### src/source/rp_dsp_pkg.sv
// Two 14-bit analog channels and four 8-bit PDM outputs; gains are Q2.14 signed
package rp_dsp_pkg;

  // Channel counts
  localparam int NUM_CH = 2;
  localparam int PDM_CH = 4;

  // ADC pin bus, low 2 bits unused by the 14-bit converter
  localparam int ADC_RAW_W = 16;

  // Common sample width
  localparam int SAMPLE_W = 14;

  // Signed samples on both sides of the converters
  typedef logic signed [SAMPLE_W-1:0] adc_sample_t;
  typedef logic signed [SAMPLE_W-1:0] dac_sample_t;

  // Inverted offset binary code on the DAC pins
  typedef logic [SAMPLE_W-1:0] dac_code_t;

  // Calibration gain and offset
  typedef logic signed [15:0]         cal_mul_t;
  typedef logic signed [SAMPLE_W-1:0] cal_sum_t;

  // Fractional bits of cal_mul_t
  localparam int CAL_SHIFT = 14;

  // PDM level, duty cycle of level/256
  typedef logic [7:0] pdm_level_t;

endpackage

### src/source/rp_bus_pkg.sv
// Word-addressed system bus with two 32-word regions; register values assume 16-bit gains
package rp_bus_pkg;

  // Bus geometry
  localparam int SYS_AW = 6;
  localparam int SYS_DW = 32;

  // Upper address bit picks the region, 0 calibration and 1 PDM
  localparam int REGION_BIT = 5;

  // Calibration region word offsets, channel stride of 2 words
  localparam int ADDR_LOOP    = 0;
  localparam int ADDR_ADC_MUL = 1;
  localparam int ADDR_ADC_SUM = 2;
  localparam int ADDR_DAC_MUL = 5;
  localparam int ADDR_DAC_SUM = 6;

  // PDM region, one word per channel
  localparam int ADDR_PDM = 0;

  // Gain of 1.0 in Q2.14
  localparam logic [15:0] MUL_UNITY = 16'h4000;

endpackage
### src/source/sys_bus_if.sv
// One-cycle strobes, ack exactly one clock later; no new strobe before ack
`timescale 1ns/100ps

interface sys_bus_if
  import rp_bus_pkg::*;
();

  // Request side, valid together with a strobe
  logic [SYS_AW-1:0] addr;
  logic [SYS_DW-1:0] wdata;
  logic              wen;
  logic              ren;

  // Response side, rdata valid while ack is high
  logic [SYS_DW-1:0] rdata;
  logic              ack;

  modport master (
    output addr, wdata, wen, ren,
    input  rdata, ack
  );

  modport slave (
    input  addr, wdata, wen, ren,
    output rdata, ack
  );

endinterface

### src/source/rp_analog_top.sv
// Single adc_clk domain; ADC and DAC paths are 3 cycles, loopback 4, no back-pressure
`timescale 1ns/100ps

module rp_analog_top
  import rp_bus_pkg::*;
  import rp_dsp_pkg::*;
(
  input  logic                                adc_clk,
  input  logic                                top_rst,
  // ADC and generator samples
  input  logic        [NUM_CH-1:0][ADC_RAW_W-1:0] adc_dat_i,
  input  dac_sample_t [NUM_CH-1:0]            gen_dat_i,
  // Calibrated ADC samples and DAC pin codes
  output adc_sample_t [NUM_CH-1:0]            adc_dat_o,
  output dac_code_t   [NUM_CH-1:0]            dac_dat_o,
  // PDM outputs
  output logic        [PDM_CH-1:0]            dac_pwm_o,
  // System bus
  input  logic        [SYS_AW-1:0]            sys_addr_i,
  input  logic        [SYS_DW-1:0]            sys_wdata_i,
  input  logic                                sys_wen_i,
  input  logic                                sys_ren_i,
  output logic        [SYS_DW-1:0]            sys_rdata_o,
  output logic                                sys_ack_o
);

  // DAC code for a zero sample
  localparam dac_code_t DAC_ZERO = {1'b0, {($bits(dac_code_t)-1){1'b1}}};

  logic       [NUM_CH-1:0] loop_mask;
  cal_mul_t   [NUM_CH-1:0] adc_mul;
  cal_sum_t   [NUM_CH-1:0] adc_sum;
  cal_mul_t   [NUM_CH-1:0] dac_mul;
  cal_sum_t   [NUM_CH-1:0] dac_sum;
  pdm_level_t [PDM_CH-1:0] pdm_level;

  //////////////////////////////////////////////////
  // System bus and register blocks
  //////////////////////////////////////////////////

  sys_bus_if bus_sys ();
  sys_bus_if cfg_bus ();
  sys_bus_if pdm_bus ();

  // Pins into the bus interface
  assign bus_sys.addr  = sys_addr_i;
  assign bus_sys.wdata = sys_wdata_i;
  assign bus_sys.wen   = sys_wen_i;
  assign bus_sys.ren   = sys_ren_i;
  assign sys_rdata_o   = bus_sys.rdata;
  assign sys_ack_o     = bus_sys.ack;

  sys_bus_decoder i_decoder (
    .bus_s (bus_sys),
    .cfg_m (cfg_bus),
    .pdm_m (pdm_bus)
  );

  // Loopback mask and calibration
  analog_cfg_regs i_cfg_regs (
    .clk_i     (adc_clk),
    .rst_i     (top_rst),
    .bus       (cfg_bus),
    .loop_o    (loop_mask),
    .adc_mul_o (adc_mul),
    .adc_sum_o (adc_sum),
    .dac_mul_o (dac_mul),
    .dac_sum_o (dac_sum)
  );

  pdm_level_regs i_pdm_regs (
    .clk_i   (adc_clk),
    .rst_i   (top_rst),
    .bus     (pdm_bus),
    .level_o (pdm_level)
  );

  //////////////////////////////////////////////////
  // PDM outputs
  //////////////////////////////////////////////////

  pdm_modulator i_pdm (
    .clk_i   (adc_clk),
    .rst_i   (top_rst),
    .level_i (pdm_level),
    .pdm_o   (dac_pwm_o)
  );

  //////////////////////////////////////////////////
  // Analog channels
  //////////////////////////////////////////////////

  for (genvar i = 0; i < NUM_CH; i++) begin : g_ch

    adc_sample_t adc_sel;
    dac_sample_t dac_cal;
    dac_code_t   dac_q;

    // Capture and loopback select
    adc_frontend i_adc_fe (
      .clk_i      (adc_clk),
      .rst_i      (top_rst),
      .adc_raw_i  (adc_dat_i[i]),
      .loop_i     (loop_mask[i]),
      .loop_dat_i (dac_cal),
      .dat_o      (adc_sel)
    );

    linear_calib #(
      .SAMPLE_T (adc_sample_t)
    ) i_adc_cal (
      .clk_i (adc_clk),
      .rst_i (top_rst),
      .dat_i (adc_sel),
      .mul_i (adc_mul[i]),
      .sum_i (adc_sum[i]),
      .dat_o (adc_dat_o[i])
    );

    linear_calib #(
      .SAMPLE_T (dac_sample_t)
    ) i_dac_cal (
      .clk_i (adc_clk),
      .rst_i (top_rst),
      .dat_i (gen_dat_i[i]),
      .mul_i (dac_mul[i]),
      .sum_i (dac_sum[i]),
      .dat_o (dac_cal)
    );

    // Output register, signed to inverted offset binary
    always_ff @(posedge adc_clk, posedge top_rst) begin
      if (top_rst) begin
        dac_q <= DAC_ZERO;
      end else begin
        dac_q <= {dac_cal[$bits(dac_sample_t)-1], ~dac_cal[$bits(dac_sample_t)-2:0]};
      end
    end

    assign dac_dat_o[i] = dac_q;

  end

endmodule

### src/source/pdm_modulator.sv
// First-order PDM, full 256-cycle range; level 255 gives one zero per period
`timescale 1ns/100ps

module pdm_modulator
  import rp_dsp_pkg::*;
(
  input  logic                    clk_i,
  input  logic                    rst_i,
  input  pdm_level_t [PDM_CH-1:0] level_i,
  output logic       [PDM_CH-1:0] pdm_o
);

  // Accumulator plus carry
  localparam int AW = $bits(pdm_level_t);

  pdm_level_t [PDM_CH-1:0] acc_q;
  logic       [AW:0]       sum_c [PDM_CH];

  // Next accumulator value with carry out
  always_comb begin
    for (int i = 0; i < PDM_CH; i++) begin
      sum_c[i] = acc_q[i] + level_i[i];
    end
  end

  // Carry is the pulse density output
  always_ff @(posedge clk_i, posedge rst_i) begin
    if (rst_i) begin
      acc_q <= '0;
      pdm_o <= '0;
    end else begin
      for (int i = 0; i < PDM_CH; i++) begin
        acc_q[i] <= sum_c[i][AW-1:0];
        pdm_o[i] <= sum_c[i][AW];
      end
    end
  end

endmodule

### src/source/adc_frontend.sv
// Capture of a 14-bit ADC on a 16-bit pin bus; loopback select is combinational after capture
`timescale 1ns/100ps

module adc_frontend
  import rp_dsp_pkg::*;
(
  input  logic                 clk_i,
  input  logic                 rst_i,
  input  logic [ADC_RAW_W-1:0] adc_raw_i,
  input  logic                 loop_i,
  input  dac_sample_t          loop_dat_i,
  output adc_sample_t          dat_o
);

  // Lowest pin bit used by the 14-bit converter
  localparam int RAW_LSB = ADC_RAW_W - $bits(adc_sample_t);

  adc_sample_t raw_q;

  // Inverted offset binary to signed, sign bit kept
  always_ff @(posedge clk_i, posedge rst_i) begin
    if (rst_i) begin
      raw_q <= '0;
    end else begin
      raw_q <= {adc_raw_i[ADC_RAW_W-1], ~adc_raw_i[ADC_RAW_W-2:RAW_LSB]};
    end
  end

  // Digital loopback from the calibrated DAC sample
  assign dat_o = loop_i ? adc_sample_t'(loop_dat_i) : raw_q;

endmodule

### src/source/linear_calib.sv
// Two-stage gain/offset with floor rounding and saturation; sample type must be signed
`timescale 1ns/100ps

module linear_calib
  import rp_dsp_pkg::*;
#(
  parameter type SAMPLE_T = adc_sample_t
) (
  input  logic     clk_i,
  input  logic     rst_i,
  input  SAMPLE_T  dat_i,
  input  cal_mul_t mul_i,
  input  cal_sum_t sum_i,
  output SAMPLE_T  dat_o
);

  // Sample, product and sum widths
  localparam int DW = $bits(SAMPLE_T);
  localparam int PW = DW + $bits(cal_mul_t);
  localparam int SW = PW - CAL_SHIFT + 1;

  // Limits of the output type
  localparam logic signed [SW-1:0] SAT_MAX = 2**(DW-1) - 1;
  localparam logic signed [SW-1:0] SAT_MIN = -(2**(DW-1));

  logic signed [PW-1:0] prod_q;
  logic signed [SW-1:0] sum_c;

  // Stage 1, full-width product
  always_ff @(posedge clk_i, posedge rst_i) begin
    if (rst_i) begin
      prod_q <= '0;
    end else begin
      prod_q <= dat_i * mul_i;
    end
  end

  // Arithmetic shift floors toward minus infinity
  assign sum_c = SW'(prod_q >>> CAL_SHIFT) + SW'(sum_i);

  // Stage 2, offset and clamp
  always_ff @(posedge clk_i, posedge rst_i) begin
    if (rst_i) begin
      dat_o <= '0;
    end else if (sum_c > SAT_MAX) begin
      dat_o <= SAMPLE_T'(SAT_MAX);
    end else if (sum_c < SAT_MIN) begin
      dat_o <= SAMPLE_T'(SAT_MIN);
    end else begin
      dat_o <= SAMPLE_T'(sum_c);
    end
  end

endmodule

### src/source/pdm_level_regs.sv
// Four 8-bit levels, one word each; upper data bits ignored on write and read as zero
`timescale 1ns/100ps

module pdm_level_regs
  import rp_bus_pkg::*;
  import rp_dsp_pkg::*;
(
  input  logic                    clk_i,
  input  logic                    rst_i,
  sys_bus_if.slave                bus,
  output pdm_level_t [PDM_CH-1:0] level_o
);

  logic [REGION_BIT-1:0] ofs;
  logic [SYS_DW-1:0]     rdata_nxt;

  // Word offset inside the PDM region
  assign ofs = bus.addr[REGION_BIT-1:0];

  // Readback, zero for unmapped words
  always_comb begin
    rdata_nxt = '0;
    for (int i = 0; i < PDM_CH; i++) begin
      if (ofs == ADDR_PDM + i) begin
        rdata_nxt = SYS_DW'(level_o[i]);
      end
    end
  end

  // Levels and single-cycle ack
  always_ff @(posedge clk_i, posedge rst_i) begin
    if (rst_i) begin
      bus.ack <= 1'b0;
      level_o <= '0;
    end else begin
      bus.ack <= bus.wen | bus.ren;
      for (int i = 0; i < PDM_CH; i++) begin
        if (bus.wen && ofs == ADDR_PDM + i) begin
          level_o[i] <= bus.wdata[$bits(pdm_level_t)-1:0];
        end
      end
    end
  end

  // Read data captured with the strobe
  always_ff @(posedge clk_i) begin
    if (bus.ren) begin
      bus.rdata <= rdata_nxt;
    end
  end

endmodule

### src/source/analog_cfg_regs.sv
// Offsets outside the map ack and read zero; gains and offsets read back sign-extended
`timescale 1ns/100ps

module analog_cfg_regs
  import rp_bus_pkg::*;
  import rp_dsp_pkg::*;
(
  input  logic                  clk_i,
  input  logic                  rst_i,
  sys_bus_if.slave              bus,
  output logic     [NUM_CH-1:0] loop_o,
  output cal_mul_t [NUM_CH-1:0] adc_mul_o,
  output cal_sum_t [NUM_CH-1:0] adc_sum_o,
  output cal_mul_t [NUM_CH-1:0] dac_mul_o,
  output cal_sum_t [NUM_CH-1:0] dac_sum_o
);

  logic [REGION_BIT-1:0] ofs;
  logic [SYS_DW-1:0]     rdata_nxt;

  // Word offset inside the region
  assign ofs = bus.addr[REGION_BIT-1:0];

  // Readback mux
  always_comb begin
    rdata_nxt = '0;
    if (ofs == ADDR_LOOP) begin
      rdata_nxt = SYS_DW'(loop_o);
    end
    for (int i = 0; i < NUM_CH; i++) begin
      if (ofs == ADDR_ADC_MUL + 2*i) begin
        rdata_nxt = SYS_DW'(signed'(adc_mul_o[i]));
      end
      if (ofs == ADDR_ADC_SUM + 2*i) begin
        rdata_nxt = SYS_DW'(signed'(adc_sum_o[i]));
      end
      if (ofs == ADDR_DAC_MUL + 2*i) begin
        rdata_nxt = SYS_DW'(signed'(dac_mul_o[i]));
      end
      if (ofs == ADDR_DAC_SUM + 2*i) begin
        rdata_nxt = SYS_DW'(signed'(dac_sum_o[i]));
      end
    end
  end

  //////////////////////////////////////////////////
  // Register writes and ack
  //////////////////////////////////////////////////

  // Gains come out of reset at 1.0
  always_ff @(posedge clk_i, posedge rst_i) begin
    if (rst_i) begin
      bus.ack   <= 1'b0;
      loop_o    <= '0;
      adc_mul_o <= {NUM_CH{MUL_UNITY}};
      adc_sum_o <= '0;
      dac_mul_o <= {NUM_CH{MUL_UNITY}};
      dac_sum_o <= '0;
    end else begin
      bus.ack <= bus.wen | bus.ren;
      if (bus.wen && ofs == ADDR_LOOP) begin
        loop_o <= bus.wdata[NUM_CH-1:0];
      end
      // Channel stride of 2 words
      for (int i = 0; i < NUM_CH; i++) begin
        if (bus.wen && ofs == ADDR_ADC_MUL + 2*i) begin
          adc_mul_o[i] <= bus.wdata[$bits(cal_mul_t)-1:0];
        end
        if (bus.wen && ofs == ADDR_ADC_SUM + 2*i) begin
          adc_sum_o[i] <= bus.wdata[$bits(cal_sum_t)-1:0];
        end
        if (bus.wen && ofs == ADDR_DAC_MUL + 2*i) begin
          dac_mul_o[i] <= bus.wdata[$bits(cal_mul_t)-1:0];
        end
        if (bus.wen && ofs == ADDR_DAC_SUM + 2*i) begin
          dac_sum_o[i] <= bus.wdata[$bits(cal_sum_t)-1:0];
        end
      end
    end
  end

  // Read data captured with the strobe
  always_ff @(posedge clk_i) begin
    if (bus.ren) begin
      bus.rdata <= rdata_nxt;
    end
  end

endmodule

### src/source/sys_bus_decoder.sv
// Combinational two-region split on REGION_BIT; adds no latency to the bus
`timescale 1ns/100ps

module sys_bus_decoder
  import rp_bus_pkg::*;
(
  sys_bus_if.slave  bus_s,
  sys_bus_if.master cfg_m,
  sys_bus_if.master pdm_m
);

  logic sel_pdm;

  // Region select
  assign sel_pdm = bus_s.addr[REGION_BIT];

  //////////////////////////////////////////////////
  // Request fan-out
  //////////////////////////////////////////////////

  // Address and data go to both regions
  assign cfg_m.addr  = bus_s.addr;
  assign cfg_m.wdata = bus_s.wdata;
  assign pdm_m.addr  = bus_s.addr;
  assign pdm_m.wdata = bus_s.wdata;

  // Strobes only reach the addressed region
  assign cfg_m.wen = bus_s.wen & ~sel_pdm;
  assign cfg_m.ren = bus_s.ren & ~sel_pdm;
  assign pdm_m.wen = bus_s.wen &  sel_pdm;
  assign pdm_m.ren = bus_s.ren &  sel_pdm;

  //////////////////////////////////////////////////
  // Response merge
  //////////////////////////////////////////////////

  // At most one region acks at a time
  assign bus_s.ack = cfg_m.ack | pdm_m.ack;

  // Read data from whichever region answers
  always_comb begin
    if (pdm_m.ack) begin
      bus_s.rdata = pdm_m.rdata;
    end else if (cfg_m.ack) begin
      bus_s.rdata = cfg_m.rdata;
    end else begin
      bus_s.rdata = '0;
    end
  end

endmodule

### config.mk
export PLATFORM = sky130hd
export DESIGN_NAME = rp_analog_top
export DESIGN_NICKNAME = d
export VERILOG_FILES = /design/src/source/rp_dsp_pkg.sv /design/src/source/rp_bus_pkg.sv /design/src/source/sys_bus_if.sv /design/src/source/rp_analog_top.sv /design/src/source/pdm_modulator.sv /design/src/source/adc_frontend.sv /design/src/source/linear_calib.sv /design/src/source/pdm_level_regs.sv /design/src/source/analog_cfg_regs.sv /design/src/source/sys_bus_decoder.sv
export SDC_FILE = /design/constraint.sdc
export NUM_CORES = 2
export LEC_CHECK = 0
export ABC_CLOCK_PERIOD_IN_PS = 17400
export BUFFER_PORTS_ARGS = -buffer_cell sky130_fd_sc_hd__buf_2
export CAP_MARGIN = 10
export CORE_UTILIZATION = 45
export CTS_CLUSTER_DIAMETER = 150
export DETAILED_ROUTE_END_ITERATION = 12
export PLACE_DENSITY_LB_ADDON = 0.3
export SYNTH_ARGS = -nofsm -noshare
export SYNTH_HDL_FRONTEND = slang
export SYNTH_SLANG_ARGS = --single-unit
### constraint.sdc
create_clock -name adc_clk -period 17.4 [get_ports adc_clk]
set_input_delay 3.48 -clock adc_clk [delete_from_list [all_inputs] [get_ports adc_clk]]
set_output_delay 3.48 -clock adc_clk [all_outputs]
set_load 0.005 [all_outputs]
; ---- Word level (Yosys, flattened, before mapping)
; Cells that the tools add are included.
[word_totals]
regBits = 488
latchBits = 0
mem_bits_rw = 0
rom_bits = 0
in_bits = 102
out_inout_bits = 93
wordCells = 115
mem_count = 0
[op_classes]
add_sub_neg = 8
mul = 4
div_mod_pow = 0
n_lt_le_gt_ge = 8
n_eq_ne = 8
shifts = 0
muxes = 25
bitwise = 12
reduce_logical = 15
[op_table]
columns = op, count
row1 = 32-bit two-way mux, 10
row2 = 14-bit two-way mux, 10
row3 = 14-bit by 16-bit multiplier with 30-bit output, 4
row4 = 16-bit by 14-bit adder with 17-bit output, 4
row5 = 17-bit by 14-bit greater-than comparator with 1-bit output (second input constant), 4
row6 = 17-bit by 14-bit less-than comparator with 1-bit output (second input constant), 4
row7 = 13-bit inverter, 4
row8 = 8-bit by 8-bit adder with 9-bit output, 4
row9 = 8-bit two-way mux, 4
row10 = 5-bit by 3-bit == test with 1-bit output (second input constant), 4
row11 = 1-bit logical AND, 13
row12 = 5-bit by 2-bit == test with 1-bit output (second input constant), 2
row13 = 5-bit by 1-bit == test with 1-bit output (second input constant), 1
row14 = 5-bit by 4-bit == test with 1-bit output (second input constant), 1
row15 = 5-bit logical NOT, 1
row16 = 1-bit AND, 4
row17 = 1-bit bitwise OR, 3
row18 = 3-bit OR reduction, 1
row19 = 2-bit two-way mux, 1
row20 = 1-bit inverter, 1

; ---- Longest topological paths before layout
[logic_depth]
word_depth = 10
mapped_depth = 26
ltp_nobuf = 24

; ---- Cells and area by module
; Synthesis repeated with hierarchy kept, for this count alone.
[unflattened]
cells_unflattened = 5271
hier_area_um2 = 52834.4
[by_module_without_submodules]
columns = mod, instances, cells_per_inst, area_each_um2, seq_area_each_um2
row1 = linear_calib at g_ch[1].i_dac_cal, 1, 1046, 9855.7, 750.7
row2 = linear_calib at g_ch[1].i_adc_cal, 1, 1037, 9826.9, 750.7
row3 = linear_calib at g_ch[0].i_dac_cal, 1, 1041, 9774.4, 750.7
row4 = linear_calib at g_ch[0].i_adc_cal, 1, 1022, 9628.0, 750.7
row5 = analog_cfg_regs, 1, 526, 6692.7, 3563.4
row6 = pdm_modulator, 1, 186, 2110.8, 900.9
row7 = pdm_level_regs, 1, 147, 2004.4, 1066.0
row8 = adc_frontend, 2, 43, 571.8, 350.3
row9 = sys_bus_decoder, 1, 125, 963.4, 0.0
row10 = rp_analog_top, 1, 55, 834.6, 733.2

; ---- Worst setup path before layout
; No wires, ideal clock.
[synth_path]
path_kind = input to register
start = input gen_dat_i[2] (netlist bit)
end = register g_ch[0].i_dac_cal.prod_q[29]
setup_ns = 0.080
arrival_ns = 9.186
required_ns = 17.320
path_slack_ns = 8.134
path_stages = 21
n_path_buf = 1
cell_sequence = clkbuf_1 > nand2_1 > fa_1 > inv_1 > fa_1 > inv_1 > fa_1 > inv_1 > fa_1 > fa_1 > inv_1 > fa_1 > inv_1 > ha_1 > and3_1 > a22o_1 > a211oi_1 > o211a_1 > o31ai_1 > a21oi_1 > xnor2_1
[synth_between]
elab_chain_len = 1
[synth_lines]
columns = element, line_no
row1 = start: declaration, rp_analog_top.sv:12  ; input dac_sample_t [NUM_CH-1:0] gen_dat_i,
row2 = 14-bit by 16-bit multiplier with 30-bit output, linear_calib.sv:34  ; prod_q <= dat_i * mul_i;
row3 = end signal: assignment, linear_calib.sv:34
row4 = end: declaration, linear_calib.sv:26  ; logic signed [PW-1:0] prod_q;
; Every way passes these cells.
; A chain may end at the register's enable or synchronous reset.

; ---- Worst setup path after layout
[layout_path]
start = input gen_dat_i[13] (netlist bit)
end = register g_ch[0].i_dac_cal.prod_q[29]
; The elaborated chain is that of the path after synthesis.

==> flow_summary_export.csv <==
group,metric,value,unit
synth,ys.flop_type,"dfrtp_1",
critical_path,critical_path.startpoint_type,"input port",
synth,synthDominantAreaCellType,"fa_1",
power_and_ir_drop,power.total,11.3,mW
cts,post_cts_hold_buffer_count,0,
detailed_routing,met2RoutedLength,57.6,mm
cts,clock_latency_on_the_worst_skew_pair,0.66,ns
detailed_routing,route.detailed.vias_per_inst,5.15,
detailed_routing,top_layer,"met5",
power_and_ir_drop,power_report.internal_total,5.78,mW
detailed_routing,antenna_left,0,
timing,min_period_over_period,0.526,
power_and_ir_drop,net_load_switching_power,5.49,mW
detailed_routing,route.detailed.wl_per_inst,18.7,um
cts,cts_buffer_depth,3,
timing,actual_transition_at_the_worst_max_transition_pin,1.30,ns
timing,timing.clock.skew,0.0587,ns
placement,routabilityCongestion,0.876,
detailed_routing,detailroute.via_count,33700,
cells_and_area,area_growth_from_synthesis_to_final_layout,7.81,%
timing,timing_max_transition_violations_final,0,
cts,cts_setup_buffers,0,
synth,synth_top_cells_by_area,"fa_1 (35%), dfrtp_1 (17%), ha_1 (9.2%), inv_1 (8.1%), and2_1 (3.7%)",
placement,total_half_perimeter_wirelength_after_legalization_and_detailed_placement,97.4,mm
grt,grt_pass1_wl,198,mm
critical_path,peak_fanout_along_the_critical_path,12,
power_and_ir_drop,comb_power_share,0.761,
run,drv.max_cap_violation_count,0,
grt,gr-usage-all-layers,0.226,
synth,synth_nets,6304,
synth,synth.lib_cells_used.distinct,87,
synth,synth_top_cell_area_share,0.352,
cells_and_area,design.final.nets,6371,
floorplan,placement_rows,121,
floorplan,core_region_area,110000,um2
cells_and_area,post_route_cells_drive_above_1_share,0.105,
cells_and_area,fillerInstances,10200,
power_and_ir_drop,powerDensity,209,nW/um2
grt,number_of_antenna_violations_at_the_first_check_in_global_routing,11,
grt,grt_pass1_vias,36000,
detailed_routing,drt-total-wl,122,mm
cts,clock_tree.htree_level_count,2,
cts,clockRootBuffer,"clkbuf_16",
floorplan,die_width,335,um
critical_path,critical_path_arrival,9.73,ns
critical_path,worstSetupEndpointType,"flip-flop",
synth,synth-async-reset-ratio,0.939,
cts,cts_tree,"yes",
timing,setup_viol_count_final,0,
timing,max_clock_freq,109,MHz
detailed_routing,met3WireLength,8.58,mm
synth,synth_most_common_cell,"inv_1",
cts,count_of_clock_tree_sinks,392,
detailed_routing,drt-met1-wl,53.2,mm
grt,maximum_number_of_pins_on_one_net_before_global_route_repair,128,
timing,hold_violations,0,
timing,timing.slew.headroom,0.130,
run_status,run_status,"complete, no violations",
timing,fin_tns_setup,0,ns
cells_and_area,post_layout_nonfiller_instances,6540,
synth,synth-edff-count,24,
placement,place.port_buffers,174,
worst_hold_path,min_path_type,"flip-flop to flip-flop",
synth,postSynthCellCount,4954,
timing,period_needed,9.16,ns
power_and_ir_drop,peakVddDrop,0.000242,V
critical_path,crit_path_required_time,17.97,ns
detailed_routing,drc_violation_total_after_the_first_tritonroute_iteration,2091,
synth,number_of_warnings_reported_in_the_yosys_synthesis_log,0,
placement,numPlacedInstances,6446,
power_and_ir_drop,share_clk_of_total_power,0.096,
floorplan,fp.dieArea,113000,um2
cts,cts.clk_slew.worst_paths,0.06,ns
synth,synth.cell_area,50000,um2
floorplan,dieHeight,335,um
timing,whs,0.378,ns
floorplan,initial_core_util,0.457,
synth,ys_seq_elements,392,
critical_path,critPathKind,"input port to flip-flop",
synth,synth.yosys.seq_area_share,0.199,
grt,grt_overflow,0,
detailed_routing,firstDrtPassIters,6,
synth,synth_commonest_cells,"inv_1 (1,077), fa_1 (880), nand2_1 (442)",
power_and_ir_drop,power.switching_fraction,0.487,
power_and_ir_drop,share_seq_of_total_power,0.143,
synth,synthesis.area_per_instance,10.1,um2
cts,post_cts_resized,0,
timing,rsz0062_at_grt,"no",
cts,cts_inserted_buffers,48,
detailed_routing,drc,0,
power_and_ir_drop,power.leakage,27.2,nW
floorplan,top_level_ports,195,
[layer usage]
layer / GRT usage / vias to the layer above
met2: 0.370 / 938
met4: 0.0559 / 10
met5: 0 / -
met3: 0.0374 / 154
met1: 0.312 / 17300
li1: - / 15300
[path summary, 6_finish.rpt]
path,from,endpoint,slack [ns],cells past startpoint
setup / recovery,gen_dat_i[13],g_ch[0].i_dac_cal.prod_q[29]$_DFF_PP0_,8.24,20
hold / removal,g_ch[0].i_dac_cal.dat_o[1]$_DFF_PP0_,g_ch[0].dac_q[1]$_DFF_PP1_,0.38,1
setup reg to reg,i_cfg_regs.loop_o[1]$_DFFE_PP0P_,g_ch[1].i_adc_cal.prod_q[28]$_DFF_PP0_,9.95,23
hold reg to reg,g_ch[0].i_dac_cal.dat_o[1]$_DFF_PP0_,g_ch[0].dac_q[1]$_DFF_PP1_,0.38,1
max in group asynchronous,top_rst,i_pdm.pdm_o[2]$_DFF_PP0_,12.73,3
min in group asynchronous,top_rst,g_ch[0].i_adc_fe.raw_q[0]$_DFF_PP0_,3.00,2
[flip-flops by register name, summed over array words and instances, names as in the netlist, 32 cells and up]
signal,flops
g_ch.i_dac_cal.prod_q,32
g_ch.i_adc_cal.prod_q,32
i_cfg_regs.adc_mul_o,32
i_pdm_regs.level_o,32
i_cfg_regs.dac_mul_o,32
i_pdm.acc_q,32
[worst max-delay path: stages]
cell	delay, ns
buf_2	0.17
inv_1	0.45
nor2_1	0.13
fa_1	0.54
fa_1	0.44
fa_1	0.51
fa_1	0.42
fa_1	0.52
inv_1	0.06
fa_1	0.49
inv_1	0.04
ha_1	0.31
a21o_1	0.20
a2111oi_0	0.53
a31oi_1	0.22
a211oi_1	0.51
o211a_1	0.26
o31ai_1	0.10
a21oi_1	0.19
xnor2_1	0.13
[through the flow]
step | setup slack [ns] | area, um2 | utilization
floorplan | 3.75 | 50000 | -
global placement | 7.58 | 52200 | 0.476
detailed placement | 7.56 | 52200 | 0.476
CTS | 8.21 | 53900 | 0.492
global route | 7.91 | 54000 | 0.492
finish | 8.24 | 54000 | 0.492
[layout make-up]
class / instances / area, um2 / share of cell area
multi-input cells: 3297 / 35200 / 0.653
clock buffers: 53 / 1260 / 0.0234
inverters: 1077 / 4050 / 0.0751
well taps: 1476 / 1850 / 0.0342
clock inverters: 37 / 475 / 0.00881
flip-flops and latches: 392 / 9970 / 0.185
repair buffers: 205 / 1100 / 0.0205
diodes: 3 / 7.51 / 0.000139
[placed cells by master (no fill, tap or decap), types with 12 or more instances in the layout]
| cell | instances |
|---|---|
| inv_1 | 1076 |
| fa_1 | 880 |
| nand2_1 | 442 |
| ha_1 | 368 |
| dfrtp_1 | 338 |
| and2_1 | 299 |
| buf_2 | 174 |
| mux2_2 | 166 |
| nor2b_1 | 152 |
| nor2_1 | 151 |
| xnor2_1 | 130 |
| a21oi_1 | 125 |
| a21o_1 | 75 |
| o21ai_0 | 70 |
| clkbuf_16 | 49 |
| nand2b_1 | 47 |
| xor2_1 | 43 |
| buf_4 | 31 |
| dfstp_2 | 30 |
| a22oi_1 | 26 |
| o21ai_1 | 24 |
| edfxtp_1 | 24 |
| nor3_1 | 22 |
| nand3_1 | 19 |
| a31oi_1 | 18 |
| o21bai_1 | 18 |
| mux2i_1 | 17 |
| o21a_1 | 17 |
| a222oi_1 | 13 |
| or2_2 | 12 |
| and3_1 | 12 |
[cells by family (layout without fill, tap and decap cells)]
family,Yosys count,count (layout),share of synthesized area
compound gates,489,489,0.0667
xor+xnor,173,173,0.0303
fa+ha+maj,1249,1249,0.444
buf+inv,1265,1372,0.0968
flops,392,392,0.199
mux,189,189,0.0431
other cells,0,3,0
simple gates,1197,1197,0.120
[power by group through the flow]
stage,Sequential (mW),Combinational (mW),Clock (mW)
2_1_floorplan,1.47,6.87,0
3_3_place_gp,1.63,8.42,0
3_5_place_dp,1.63,8.65,0
4_1_cts,1.62,8.70,1.11
5_1_grt,1.64,9.93,1.14
6_report,1.62,8.57,1.08
Power figures use the tool's default switching activity.
